## src/lc4_config.svh

```systemverilog
`ifndef LC4_CONFIG_SVH
`define LC4_CONFIG_SVH

// data path and address width of the LC4 ISA
`define LC4_XLEN 16

// register select width, eight architectural registers
`define LC4_RADDR_W 3

// first fetch address after reset
`define LC4_RESET_PC 16'h8200

// stall codes as reported on the writeback trace
`define LC4_STALL_NONE 2'd0
`define LC4_STALL_BRANCH 2'd2
`define LC4_STALL_LOAD 2'd3

`endif

```

## src/lc4_pkg.sv

```systemverilog
`default_nettype none
`include "lc4_config.svh"

package lc4_pkg;

    // top four instruction bits of the kept opcodes
    typedef enum logic [3:0] {
        OP_BR    = 4'b0000,
        OP_ARITH = 4'b0001,
        OP_LOGIC = 4'b0101,
        OP_LDR   = 4'b0110,
        OP_STR   = 4'b0111,
        OP_CONST = 4'b1001
    } opcode_e;

    typedef enum logic [1:0] {
        STALL_NONE   = `LC4_STALL_NONE,
        STALL_BRANCH = `LC4_STALL_BRANCH,
        STALL_LOAD   = `LC4_STALL_LOAD
    } stall_e;

    // decoded control for one instruction
    typedef struct packed {
        logic [`LC4_RADDR_W-1:0] rs;
        logic [`LC4_RADDR_W-1:0] rt;
        logic [`LC4_RADDR_W-1:0] rd;
        logic                    rs_re;
        logic                    rt_re;
        logic                    rf_we;
        logic                    nzp_we;
        logic                    is_load;
        logic                    is_store;
        logic                    is_branch;
        opcode_e                 opcode;
    } ctl_t;

    // contents of one pipeline latch
    typedef struct packed {
        logic [`LC4_XLEN-1:0] pc;
        logic [`LC4_XLEN-1:0] insn;
        ctl_t                 ctl;
        stall_e               stall;
    } stage_t;

    // what the writeback stage retires this cycle
    typedef struct packed {
        stall_e                  stall;
        logic [`LC4_XLEN-1:0]    pc;
        logic [`LC4_XLEN-1:0]    insn;
        logic                    rf_we;
        logic [`LC4_RADDR_W-1:0] wsel;
        logic [`LC4_XLEN-1:0]    wdata;
        logic                    nzp_we;
        logic [2:0]              nzp;
        logic                    dmem_we;
        logic [`LC4_XLEN-1:0]    dmem_addr;
        logic [`LC4_XLEN-1:0]    dmem_data;
    } wb_trace_t;

    // condition code of a value, one-hot as {n, z, p}
    function automatic logic [2:0] nzp_of(input logic [`LC4_XLEN-1:0] value);
        if (value[`LC4_XLEN-1]) begin
            return 3'b100;
        end else if (value == '0) begin
            return 3'b010;
        end
        return 3'b001;
    endfunction

endpackage

`default_nettype wire

```

## src/lc4_alu.sv

```systemverilog
`timescale 1ns/100ps
`default_nettype none
`include "lc4_config.svh"

module lc4_alu
    import lc4_pkg::*;
(
    input  wire  [`LC4_XLEN-1:0] i_insn,
    input  wire  [`LC4_XLEN-1:0] i_pc,
    input  wire  [`LC4_XLEN-1:0] i_rs,
    input  wire  [`LC4_XLEN-1:0] i_rt,
    output logic [`LC4_XLEN-1:0] o_result
);

    logic [`LC4_XLEN-1:0] imm5;
    logic [`LC4_XLEN-1:0] imm6;
    logic [`LC4_XLEN-1:0] imm9;
    logic [`LC4_XLEN-1:0] op2;

    assign imm5 = {{(`LC4_XLEN-5){i_insn[4]}}, i_insn[4:0]};
    assign imm6 = {{(`LC4_XLEN-6){i_insn[5]}}, i_insn[5:0]};
    assign imm9 = {{(`LC4_XLEN-9){i_insn[8]}}, i_insn[8:0]};

    // bit 5 selects the immediate form of ADD and AND
    assign op2 = i_insn[5] ? imm5 : i_rt;

    always_comb begin
        case (opcode_e'(i_insn[15:12]))
            OP_BR:         o_result = i_pc + `LC4_XLEN'd1 + imm9;
            OP_ARITH:      o_result = i_rs + op2;
            OP_LOGIC:      o_result = i_rs & op2;
            OP_LDR, OP_STR: o_result = i_rs + imm6;
            OP_CONST:      o_result = imm9;
            default:       o_result = '0;
        endcase
    end

endmodule

`default_nettype wire

```

## src/lc4_decoder.sv

```systemverilog
`timescale 1ns/100ps
`default_nettype none
`include "lc4_config.svh"

module lc4_decoder
    import lc4_pkg::*;
(
    input  wire  [`LC4_XLEN-1:0] i_insn,
    output ctl_t                 o_ctl
);

    opcode_e op;

    assign op = opcode_e'(i_insn[15:12]);

    always_comb begin
        o_ctl = '0;
        o_ctl.opcode = op;
        case (op)
            OP_BR: begin
                // nzp of 000 can never branch, treat it as a plain nop
                o_ctl.is_branch = |i_insn[11:9];
            end
            OP_ARITH, OP_LOGIC: begin
                // only ADD/AND and the immediate forms are kept
                if (i_insn[5] || i_insn[5:3] == 3'b000) begin
                    o_ctl.rd     = i_insn[11:9];
                    o_ctl.rs     = i_insn[8:6];
                    o_ctl.rs_re  = 1'b1;
                    o_ctl.rf_we  = 1'b1;
                    o_ctl.nzp_we = 1'b1;
                    if (!i_insn[5]) begin
                        o_ctl.rt    = i_insn[2:0];
                        o_ctl.rt_re = 1'b1;
                    end
                end
            end
            OP_LDR: begin
                o_ctl.rd      = i_insn[11:9];
                o_ctl.rs      = i_insn[8:6];
                o_ctl.rs_re   = 1'b1;
                o_ctl.rf_we   = 1'b1;
                o_ctl.nzp_we  = 1'b1;
                o_ctl.is_load = 1'b1;
            end
            OP_STR: begin
                // base in rs, store data comes through rt
                o_ctl.rt       = i_insn[11:9];
                o_ctl.rs       = i_insn[8:6];
                o_ctl.rs_re    = 1'b1;
                o_ctl.rt_re    = 1'b1;
                o_ctl.is_store = 1'b1;
            end
            OP_CONST: begin
                o_ctl.rd     = i_insn[11:9];
                o_ctl.rf_we  = 1'b1;
                o_ctl.nzp_we = 1'b1;
            end
            default: ;
        endcase
    end

endmodule

`default_nettype wire

```

## src/lc4_hazard_unit.sv

```systemverilog
`timescale 1ns/100ps
`default_nettype none
`include "lc4_config.svh"

module lc4_hazard_unit
    import lc4_pkg::*;
(
    input  wire ctl_t            i_d_ctl,
    input  wire ctl_t            i_x_ctl,
    input  wire ctl_t            i_m_ctl,
    input  wire ctl_t            i_w_ctl,
    input  wire  [`LC4_XLEN-1:0] i_x_rs_data,
    input  wire  [`LC4_XLEN-1:0] i_x_rt_data,
    input  wire  [`LC4_XLEN-1:0] i_m_result,
    input  wire  [`LC4_XLEN-1:0] i_m_rt_data,
    input  wire  [`LC4_XLEN-1:0] i_w_data,
    input  wire  [2:0]           i_nzp,
    output logic                 o_stall,
    output logic [`LC4_XLEN-1:0] o_x_rs,
    output logic [`LC4_XLEN-1:0] o_x_rt,
    output logic [`LC4_XLEN-1:0] o_m_store_data,
    output logic [2:0]           o_nzp
);

    logic load_use;
    logic load_branch;

    // MX first, then WX, else the value read in decode
    // a load in M still holds its address, so it is never a source here
    function automatic logic [`LC4_XLEN-1:0] fwd_x(
        input logic [`LC4_RADDR_W-1:0] sel,
        input logic                    re,
        input ctl_t                    m_ctl,
        input logic [`LC4_XLEN-1:0]    m_val,
        input ctl_t                    w_ctl,
        input logic [`LC4_XLEN-1:0]    w_val,
        input logic [`LC4_XLEN-1:0]    rf_val
    );
        if (re && m_ctl.rf_we && !m_ctl.is_load && m_ctl.rd == sel) begin
            return m_val;
        end else if (re && w_ctl.rf_we && w_ctl.rd == sel) begin
            return w_val;
        end
        return rf_val;
    endfunction

    // store data in D is not needed until M, the WM path covers it
    assign load_use = i_x_ctl.is_load &&
                      ((i_d_ctl.rs_re && i_d_ctl.rs == i_x_ctl.rd) ||
                       (i_d_ctl.rt_re && !i_d_ctl.is_store && i_d_ctl.rt == i_x_ctl.rd));

    // the loaded value sets nzp too late for a branch right behind it
    assign load_branch = i_d_ctl.is_branch && i_x_ctl.is_load;

    assign o_stall = load_use || load_branch;

    assign o_x_rs = fwd_x(i_x_ctl.rs, i_x_ctl.rs_re, i_m_ctl, i_m_result,
                          i_w_ctl, i_w_data, i_x_rs_data);
    assign o_x_rt = fwd_x(i_x_ctl.rt, i_x_ctl.rt_re, i_m_ctl, i_m_result,
                          i_w_ctl, i_w_data, i_x_rt_data);

    // WM bypass for store data
    assign o_m_store_data = (i_m_ctl.is_store && i_w_ctl.rf_we && i_w_ctl.rd == i_m_ctl.rt)
                          ? i_w_data : i_m_rt_data;

    // youngest nzp writer wins
    always_comb begin
        if (i_m_ctl.nzp_we) begin
            o_nzp = nzp_of(i_m_result);
        end else if (i_w_ctl.nzp_we) begin
            o_nzp = nzp_of(i_w_data);
        end else begin
            o_nzp = i_nzp;
        end
    end

endmodule

`default_nettype wire

```

## src/lc4_processor.sv

```systemverilog
`timescale 1ns/100ps
`default_nettype none
`include "lc4_config.svh"

module lc4_processor
    import lc4_pkg::*;
(
    input  wire                  gwe,
    input  wire                  i_arst_n,
    output logic [`LC4_XLEN-1:0] o_imem_addr,
    input  wire  [`LC4_XLEN-1:0] i_imem_insn,
    output logic [`LC4_XLEN-1:0] o_dmem_addr,
    input  wire  [`LC4_XLEN-1:0] i_dmem_rdata,
    output logic                 o_dmem_we,
    output logic [`LC4_XLEN-1:0] o_dmem_wdata,
    output wb_trace_t            o_wb
);

    // empty slot carrying only a stall code
    function automatic stage_t bubble(input stall_e code);
        stage_t s;
        s = '0;
        s.stall = code;
        return s;
    endfunction

    logic [`LC4_XLEN-1:0] pc;
    logic [`LC4_XLEN-1:0] pc_next;
    stage_t               d_stage;
    stage_t               d_dec;
    stage_t               x_stage;
    stage_t               m_stage;
    stage_t               w_stage;
    ctl_t                 d_ctl;
    logic [`LC4_XLEN-1:0] rf_rs_data;
    logic [`LC4_XLEN-1:0] rf_rt_data;
    logic [`LC4_XLEN-1:0] x_rs_data;
    logic [`LC4_XLEN-1:0] x_rt_data;
    logic [`LC4_XLEN-1:0] x_rs_fwd;
    logic [`LC4_XLEN-1:0] x_rt_fwd;
    logic [`LC4_XLEN-1:0] alu_result;
    logic [`LC4_XLEN-1:0] m_result;
    logic [`LC4_XLEN-1:0] m_rt_data;
    logic [`LC4_XLEN-1:0] m_store_data;
    logic [`LC4_XLEN-1:0] w_result;
    logic [`LC4_XLEN-1:0] w_data;
    logic [2:0]           nzp_reg;
    logic [2:0]           nzp_fwd;
    logic                 stall;
    logic                 x_taken;
    logic                 m_mem;
    logic                 w_mem;

    lc4_decoder u_decoder (
        .i_insn (d_stage.insn),
        .o_ctl  (d_ctl)
    );

    // D latch with the freshly decoded control filled in
    always_comb begin
        d_dec = d_stage;
        d_dec.ctl = d_ctl;
    end

    lc4_regfile u_regfile (
        .gwe       (gwe),
        .i_arst_n  (i_arst_n),
        .i_rs      (d_ctl.rs),
        .i_rt      (d_ctl.rt),
        .o_rs_data (rf_rs_data),
        .o_rt_data (rf_rt_data),
        .i_rd      (w_stage.ctl.rd),
        .i_wdata   (w_data),
        .i_we      (w_stage.ctl.rf_we)
    );

    lc4_hazard_unit u_hazard (
        .i_d_ctl        (d_ctl),
        .i_x_ctl        (x_stage.ctl),
        .i_m_ctl        (m_stage.ctl),
        .i_w_ctl        (w_stage.ctl),
        .i_x_rs_data    (x_rs_data),
        .i_x_rt_data    (x_rt_data),
        .i_m_result     (m_result),
        .i_m_rt_data    (m_rt_data),
        .i_w_data       (w_data),
        .i_nzp          (nzp_reg),
        .o_stall        (stall),
        .o_x_rs         (x_rs_fwd),
        .o_x_rt         (x_rt_fwd),
        .o_m_store_data (m_store_data),
        .o_nzp          (nzp_fwd)
    );

    lc4_alu u_alu (
        .i_insn   (x_stage.insn),
        .i_pc     (x_stage.pc),
        .i_rs     (x_rs_fwd),
        .i_rt     (x_rt_fwd),
        .o_result (alu_result)
    );

    // branch condition bits against the forwarded nzp
    assign x_taken = x_stage.ctl.is_branch && |(x_stage.insn[11:9] & nzp_fwd);

    assign pc_next = x_taken ? alu_result :
                     stall   ? pc :
                               pc + `LC4_XLEN'd1;

    always_ff @(posedge gwe or negedge i_arst_n) begin
        if (!i_arst_n) begin
            pc      <= `LC4_RESET_PC;
            d_stage <= bubble(STALL_BRANCH);
            x_stage <= bubble(STALL_BRANCH);
            m_stage <= bubble(STALL_BRANCH);
            w_stage <= bubble(STALL_BRANCH);
            nzp_reg <= '0;
        end else begin
            pc      <= pc_next;
            m_stage <= x_stage;
            w_stage <= m_stage;
            if (x_taken) begin
                // squash the two younger slots in F and D
                d_stage <= bubble(STALL_BRANCH);
                x_stage <= bubble(STALL_BRANCH);
            end else if (stall) begin
                x_stage <= bubble(STALL_LOAD);
            end else begin
                d_stage <= '{pc: pc, insn: i_imem_insn, ctl: '0, stall: STALL_NONE};
                x_stage <= d_dec;
            end
            if (w_stage.ctl.nzp_we) begin
                nzp_reg <= nzp_of(w_data);
            end
        end
    end

    // datapath registers, qualified by the ctl that travels with them
    always_ff @(posedge gwe or negedge i_arst_n) begin
        if (!i_arst_n) begin
            x_rs_data <= '0;
            x_rt_data <= '0;
            m_result  <= '0;
            m_rt_data <= '0;
            w_result  <= '0;
            w_data    <= '0;
        end else begin
            x_rs_data <= rf_rs_data;
            x_rt_data <= rf_rt_data;
            m_result  <= alu_result;
            m_rt_data <= x_rt_fwd;
            w_result  <= m_result;
            if (m_stage.ctl.is_load) begin
                w_data <= i_dmem_rdata;
            end else if (m_stage.ctl.is_store) begin
                w_data <= m_store_data;
            end else begin
                w_data <= m_result;
            end
        end
    end

    assign o_imem_addr = pc;

    assign m_mem        = m_stage.ctl.is_load || m_stage.ctl.is_store;
    assign o_dmem_addr  = m_mem ? m_result : '0;
    assign o_dmem_we    = m_stage.ctl.is_store;
    assign o_dmem_wdata = m_stage.ctl.is_store ? m_store_data : '0;

    // writeback trace
    assign w_mem = w_stage.ctl.is_load || w_stage.ctl.is_store;

    always_comb begin
        o_wb.stall     = w_stage.stall;
        o_wb.pc        = w_stage.pc;
        o_wb.insn      = w_stage.insn;
        o_wb.rf_we     = w_stage.ctl.rf_we;
        o_wb.wsel      = w_stage.ctl.rd;
        o_wb.wdata     = w_stage.ctl.rf_we ? w_data : '0;
        o_wb.nzp_we    = w_stage.ctl.nzp_we;
        o_wb.nzp       = w_stage.ctl.nzp_we ? nzp_of(w_data) : 3'b000;
        o_wb.dmem_we   = w_stage.ctl.is_store;
        o_wb.dmem_addr = w_mem ? w_result : '0;
        o_wb.dmem_data = w_mem ? w_data : '0;
    end

endmodule

`default_nettype wire

```

## src/lc4_regfile.sv

```systemverilog
`timescale 1ns/100ps
`default_nettype none
`include "lc4_config.svh"

module lc4_regfile (
    input  wire                     gwe,
    input  wire                     i_arst_n,
    input  wire  [`LC4_RADDR_W-1:0] i_rs,
    input  wire  [`LC4_RADDR_W-1:0] i_rt,
    output logic [`LC4_XLEN-1:0]    o_rs_data,
    output logic [`LC4_XLEN-1:0]    o_rt_data,
    input  wire  [`LC4_RADDR_W-1:0] i_rd,
    input  wire  [`LC4_XLEN-1:0]    i_wdata,
    input  wire                     i_we
);

    localparam int NREGS = 1 << `LC4_RADDR_W;

    logic [`LC4_XLEN-1:0] regs [NREGS];

    always_ff @(posedge gwe or negedge i_arst_n) begin
        if (!i_arst_n) begin
            for (int i = 0; i < NREGS; i++) begin
                regs[i] <= '0;
            end
        end else if (i_we) begin
            regs[i_rd] <= i_wdata;
        end
    end

    // a write in the same cycle shows up on the read ports right away
    assign o_rs_data = (i_we && i_rd == i_rs) ? i_wdata : regs[i_rs];
    assign o_rt_data = (i_we && i_rd == i_rt) ? i_wdata : regs[i_rt];

endmodule

`default_nettype wire

```

## config.mk

```make
export PLATFORM = sky130hd
export DESIGN_NAME = lc4_processor
export DESIGN_NICKNAME = d
export VERILOG_FILES = /design/src/lc4_pkg.sv /design/src/lc4_alu.sv /design/src/lc4_decoder.sv /design/src/lc4_hazard_unit.sv /design/src/lc4_processor.sv /design/src/lc4_regfile.sv
export VERILOG_INCLUDE_DIRS = /design/src
export SDC_FILE = /design/constraint.sdc
export NUM_CORES = 1
export LEC_CHECK = 0
export CORE_ASPECT_RATIO = 0.5
export CORE_MARGIN = 3
export CORE_UTILIZATION = 55
export CTS_CLUSTER_SIZE = 16
export DETAILED_ROUTE_END_ITERATION = 16
export DONT_BUFFER_PORTS = 1
export PLACE_DENSITY = 0.7
export SLEW_MARGIN = 20
export SYNTH_ARGS = -nofsm -noshare
export SYNTH_HDL_FRONTEND = slang
export SYNTH_SLANG_ARGS = --single-unit
export TNS_END_PERCENT = 1
```

## constraint.sdc

```tcl
create_clock -name gwe -period 11.9 [get_ports gwe]
set_input_delay 0.595 -clock gwe [delete_from_list [all_inputs] [get_ports gwe]]
set_output_delay 0.595 -clock gwe [all_outputs]
set_load 0.03 [all_outputs]
```

==> results.json <==
{
  "final_nets": 1884,
  "n_antenna_cell": 0,
  "synth-compound-area-share_pct": 9.79,
  "cts_tree": "done",
  "largest_register": "u_regfile.regs",
  "grt_pass1_vias": 14000,
  "p_int_mw": 2.96,
  "root_buffer": "clkbuf_16",
  "dp_slack_ns": 7.00,
  "drtAntennaViolNets": 0,
  "peakVddDrop_v": 0.000133,
  "arrival_ns": 5.38,
  "core_mm2": 0.0353,
  "cellPowerDensity_mw_per_mm2": 213,
  "grt_max_degree": 409,
  "rows": 48,
  "cp.required_ns": 12.29,
  "pwr-share-comb_pct": 25.2,
  "fin_skew_ns": 0.0174,
  "ys_types": 80,
  "antenna_found_initial": 0,
  "ff2ff_setup_slack_ns": 6.91,
  "synth_top_area_share_pct": 50.0,
  "die_w_um": 277,
  "avgSynthCellArea_um2": 10.8,
  "multi_input_area_mm2": 0.00937,
  "via_per_inst": 6.21,
  "synth_fa_ha_area_share_pct": 2.13,
  "grt_remaining_overflow": 0,
  "cp-end-kind": "register",
  "clk_pin_slew_ns": 0.07,
  "start_kind": "register",
  "async_flop_share_pct": 100,
  "fillers": 2797,
  "layout.cells.non_filler": 2318,
  "leakagePower_nw": 9.63,
  "tns_ns": 0,
  "clkPwrFrac_pct": 26.6,
  "dp_hpwl_mm": 35.6,
  "run_status": "finished clean",
  "die_h_um": 141,
  "synth_cells": 1872,
  "drc": 0,
  "grtUsageTotal_pct": 28.3,
  "max_freq_mhz": 200,
  "pin_count": 174,
  "rsz0062_at_grt": "no",
  "drt_iter0_drc": 1557,
  "drv_cap": 0,
  "power_frac_seq_pct": 48.2,
  "yosysSeqAreaShare_pct": 50.8,
  "dr.pass1.iters": 6,
  "setup_ws_ns": 6.91,
  "synthFlopType": "dfrtp_1",
  "period_needed_ns": 4.99,
  "relSlewSlack_pct": 31.7,
  "synthesis.area_mm2": 0.0201,
  "synth_edf_count": 0,
  "dieArea_mm2": 0.0391,
  "yosysTopAreaCell": "dfrtp_1",
  "areaGrowthSynthToFinish_pct": 8.57,
  "power.share.switching_pct": 36.2,
  "wl_mm": 55.5,
  "largest_reg_flops": 128,
  "gp_congestion": 0.909,
  "path_max_fanout": 16,
  "maxSlewViolCount": 0,
  "p_sw_mw": 1.68,
  "ys_seq_elements": 408,
  "io_buffers": 0,
  "grt_pass1_wl_mm": 85.4,
  "cts_buffer_depth": 3,
  "setup_viol": 0,
  "synth_top_family_by_area": "simple AND/OR/NAND/NOR gates",
  "hold_violations": 0,
  "cts.sinks": 408,
  "htreeDepth": 2,
  "drive_gt1_share_pct": 16.5,
  "via_count": 14400,
  "regArea_mm2": 0.0102,
  "power_mw": 4.64,
  "wl_per_cell_um": 23.9,
  "path_class": "register to register",
  "cts_repair_resize_count": 0,
  "initial_core_util_pct": 57.1,
  "placed_cells": 2247,
  "period_share_pct": 41.9,
  "cts-buffers-inserted": 38,
  "synthMuxAreaShare_pct": 15.7,
  "yosysWarnings": 0,
  "synth-xor-area-share_pct": 2.35,
  "insertion_delay_ns": 0.54,
  "top_regs": "u_regfile.regs: 128 flops, x_stage: 49 flops, m_stage: 42 flops",
  "tightest_slew_ns": 1.02,
  "synth-simple-area-share_pct": 16.0,
  "holdCritPathClass": "input port to register",
  "synth.net_count": 1939,
  "synth.top_cells.by_area": "dfrtp_1 (50%), mux2_2 (8.1%), nand2_1 (4.7%), mux2i_1 (4.0%), mux4_2 (3.6%)"
}
[final cells by class]
cell class	instances	area share, %
multi-input cells	1313	42.9
inverters	22	0.378
clock buffers	54	5.00
repair buffers	34	1.56
flip-flops and latches	408	46.8
clock inverters	12	0.687
well taps	475	2.72
[stage by stage]
stage / hold slack (ns) / cell area, um2 / utilization [%]
after floorplan: 0.299 / 20100 / -
after global placement: 0.311 / 20500 / 58.1
after detailed placement: 0.311 / 20500 / 58.1
after CTS: 0.167 / 21800 / 61.7
after global routing: 0.169 / 21900 / 62.0
final: 0.180 / 21900 / 62.0
[synthesized netlist by cell type, types with 4 or more instances]
| library cell | count |
|---|---|
| mux2_2 | 145 |
| a211oi_1 | 12 |
| a21oi_1 | 65 |
| buf_4 | 18 |
| inv_1 | 21 |
| buf_2 | 10 |
| mux2i_1 | 80 |
| a41oi_1 | 5 |
| nor2b_1 | 56 |
| o31a_1 | 6 |
| dfrtp_1 | 402 |
| nor3_1 | 20 |
| and2_1 | 57 |
| a31oi_1 | 24 |
| and3_1 | 41 |
| o31ai_1 | 7 |
| buf_1 | 7 |
| and4_1 | 4 |
| nand3b_1 | 5 |
| xnor2_1 | 22 |
| clkbuf_1 | 92 |
| a311oi_1 | 16 |
| a32oi_1 | 5 |
| xor2_1 | 32 |
| nor2_1 | 110 |
| o21a_1 | 8 |
| o211ai_1 | 6 |
| nand4_1 | 6 |
| a21o_1 | 12 |
| nand2_1 | 251 |
| o21ai_0 | 104 |
| mux4_2 | 32 |
| nor4_1 | 17 |
| dfstp_2 | 6 |
| ha_1 | 31 |
| nand3_1 | 58 |
| nand2b_1 | 6 |
[power by group through the flow]
stage / Sequential [mW] / Combinational, mW / Clock, mW
6_report: 2.24 / 1.17 / 1.24
5_1_grt: 2.28 / 1.29 / 1.32
3_3_place_gp: 2.25 / 1.10 / 0
4_1_cts: 2.23 / 1.15 / 1.26
2_1_floorplan: 2.05 / 0.922 / 0
3_5_place_dp: 2.26 / 1.11 / 0
[repair_timing]
| action | 4_1_cts | 5_1_grt |
|---|---|---|
| setup buffers | 0 | 0 |
| hold buffers | 1 | 1 |
| hold endpoints to repair | 408 | 3 |
[cells by family (layout without fill, tap and decap cells)]
| logic type | after synthesis | in the layout |
|---|---|---|
| buffers and inverters | 151 | 122 |
| DFF | 408 | 408 |
| and+or+nand+nor | 659 | 659 |
| muxes | 257 | 257 |
| xor gates and xnor gates | 54 | 54 |
| AOI/OAI and AO/OA | 310 | 310 |
| adders and majority gates | 33 | 33 |
[path summary, 6_finish.rpt]
kind | from | endpoint | cells after the start
min reg2reg | m_stage[51] | o_wb[86] | 0
max | o_wb[54] | o_imem_addr[12] | 15
max reg2reg | o_wb[54] | o_imem_addr[12] | 15
min | i_dmem_rdata[13] | w_data[13] | 2
min in group asynchronous | i_arst_n | o_wb[68] | 2
max in group asynchronous | i_arst_n | u_regfile.regs[87] | 5
[worst max-delay path, stage by stage (launching register included)]
cell and delay (ns):
dfrtp_1 0.97, xnor2_1 0.28, and4_1 0.85, mux2i_1 0.16, o21ai_0 0.33, mux2_2 0.22
ha_1 0.18, inv_1 0.07, fa_1 0.44, nor2b_1 0.19, o31a_1 0.23, o211ai_1 0.18
nand3_1 0.14, xor2_1 0.07, a221oi_1 0.39, a31oi_1 0.13
[metal layers]
metal | wire [um] | part of all wire, % | global-route usage (%)
met5 | 0 | 0 | 0
met1 | 25100 | 45 | 42.0
met2 | 24200 | 44 | 42.5
met3 | 4480 | 8.1 | 5.36
met4 | 1700 | 3.1 | 9.26
[cells in the final DEF (no fill, tap or decap), types with 7 or more instances in the layout]
cell type	n
a211oi_1	12
a21o_1	12
o21a_1	8
mux2i_1	80
xor2_1	32
and2_1	57
o31ai_1	7
clkbuf_1	9
o21ai_0	104
nor4_1	16
nor2b_1	56
a31oi_1	24
ha_1	31
nand2_1	251
nor2_1	108
mux2_2	145
nand3_1	58
nor3_1	17
a21oi_1	64
clkbuf_16	39
inv_1	21
mux4_2	32
and3_1	41
dfrtp_1	401
a311oi_1	16
xnor2_1	22
buf_4	28
Note: power is estimated with default switching activity, not from simulation.
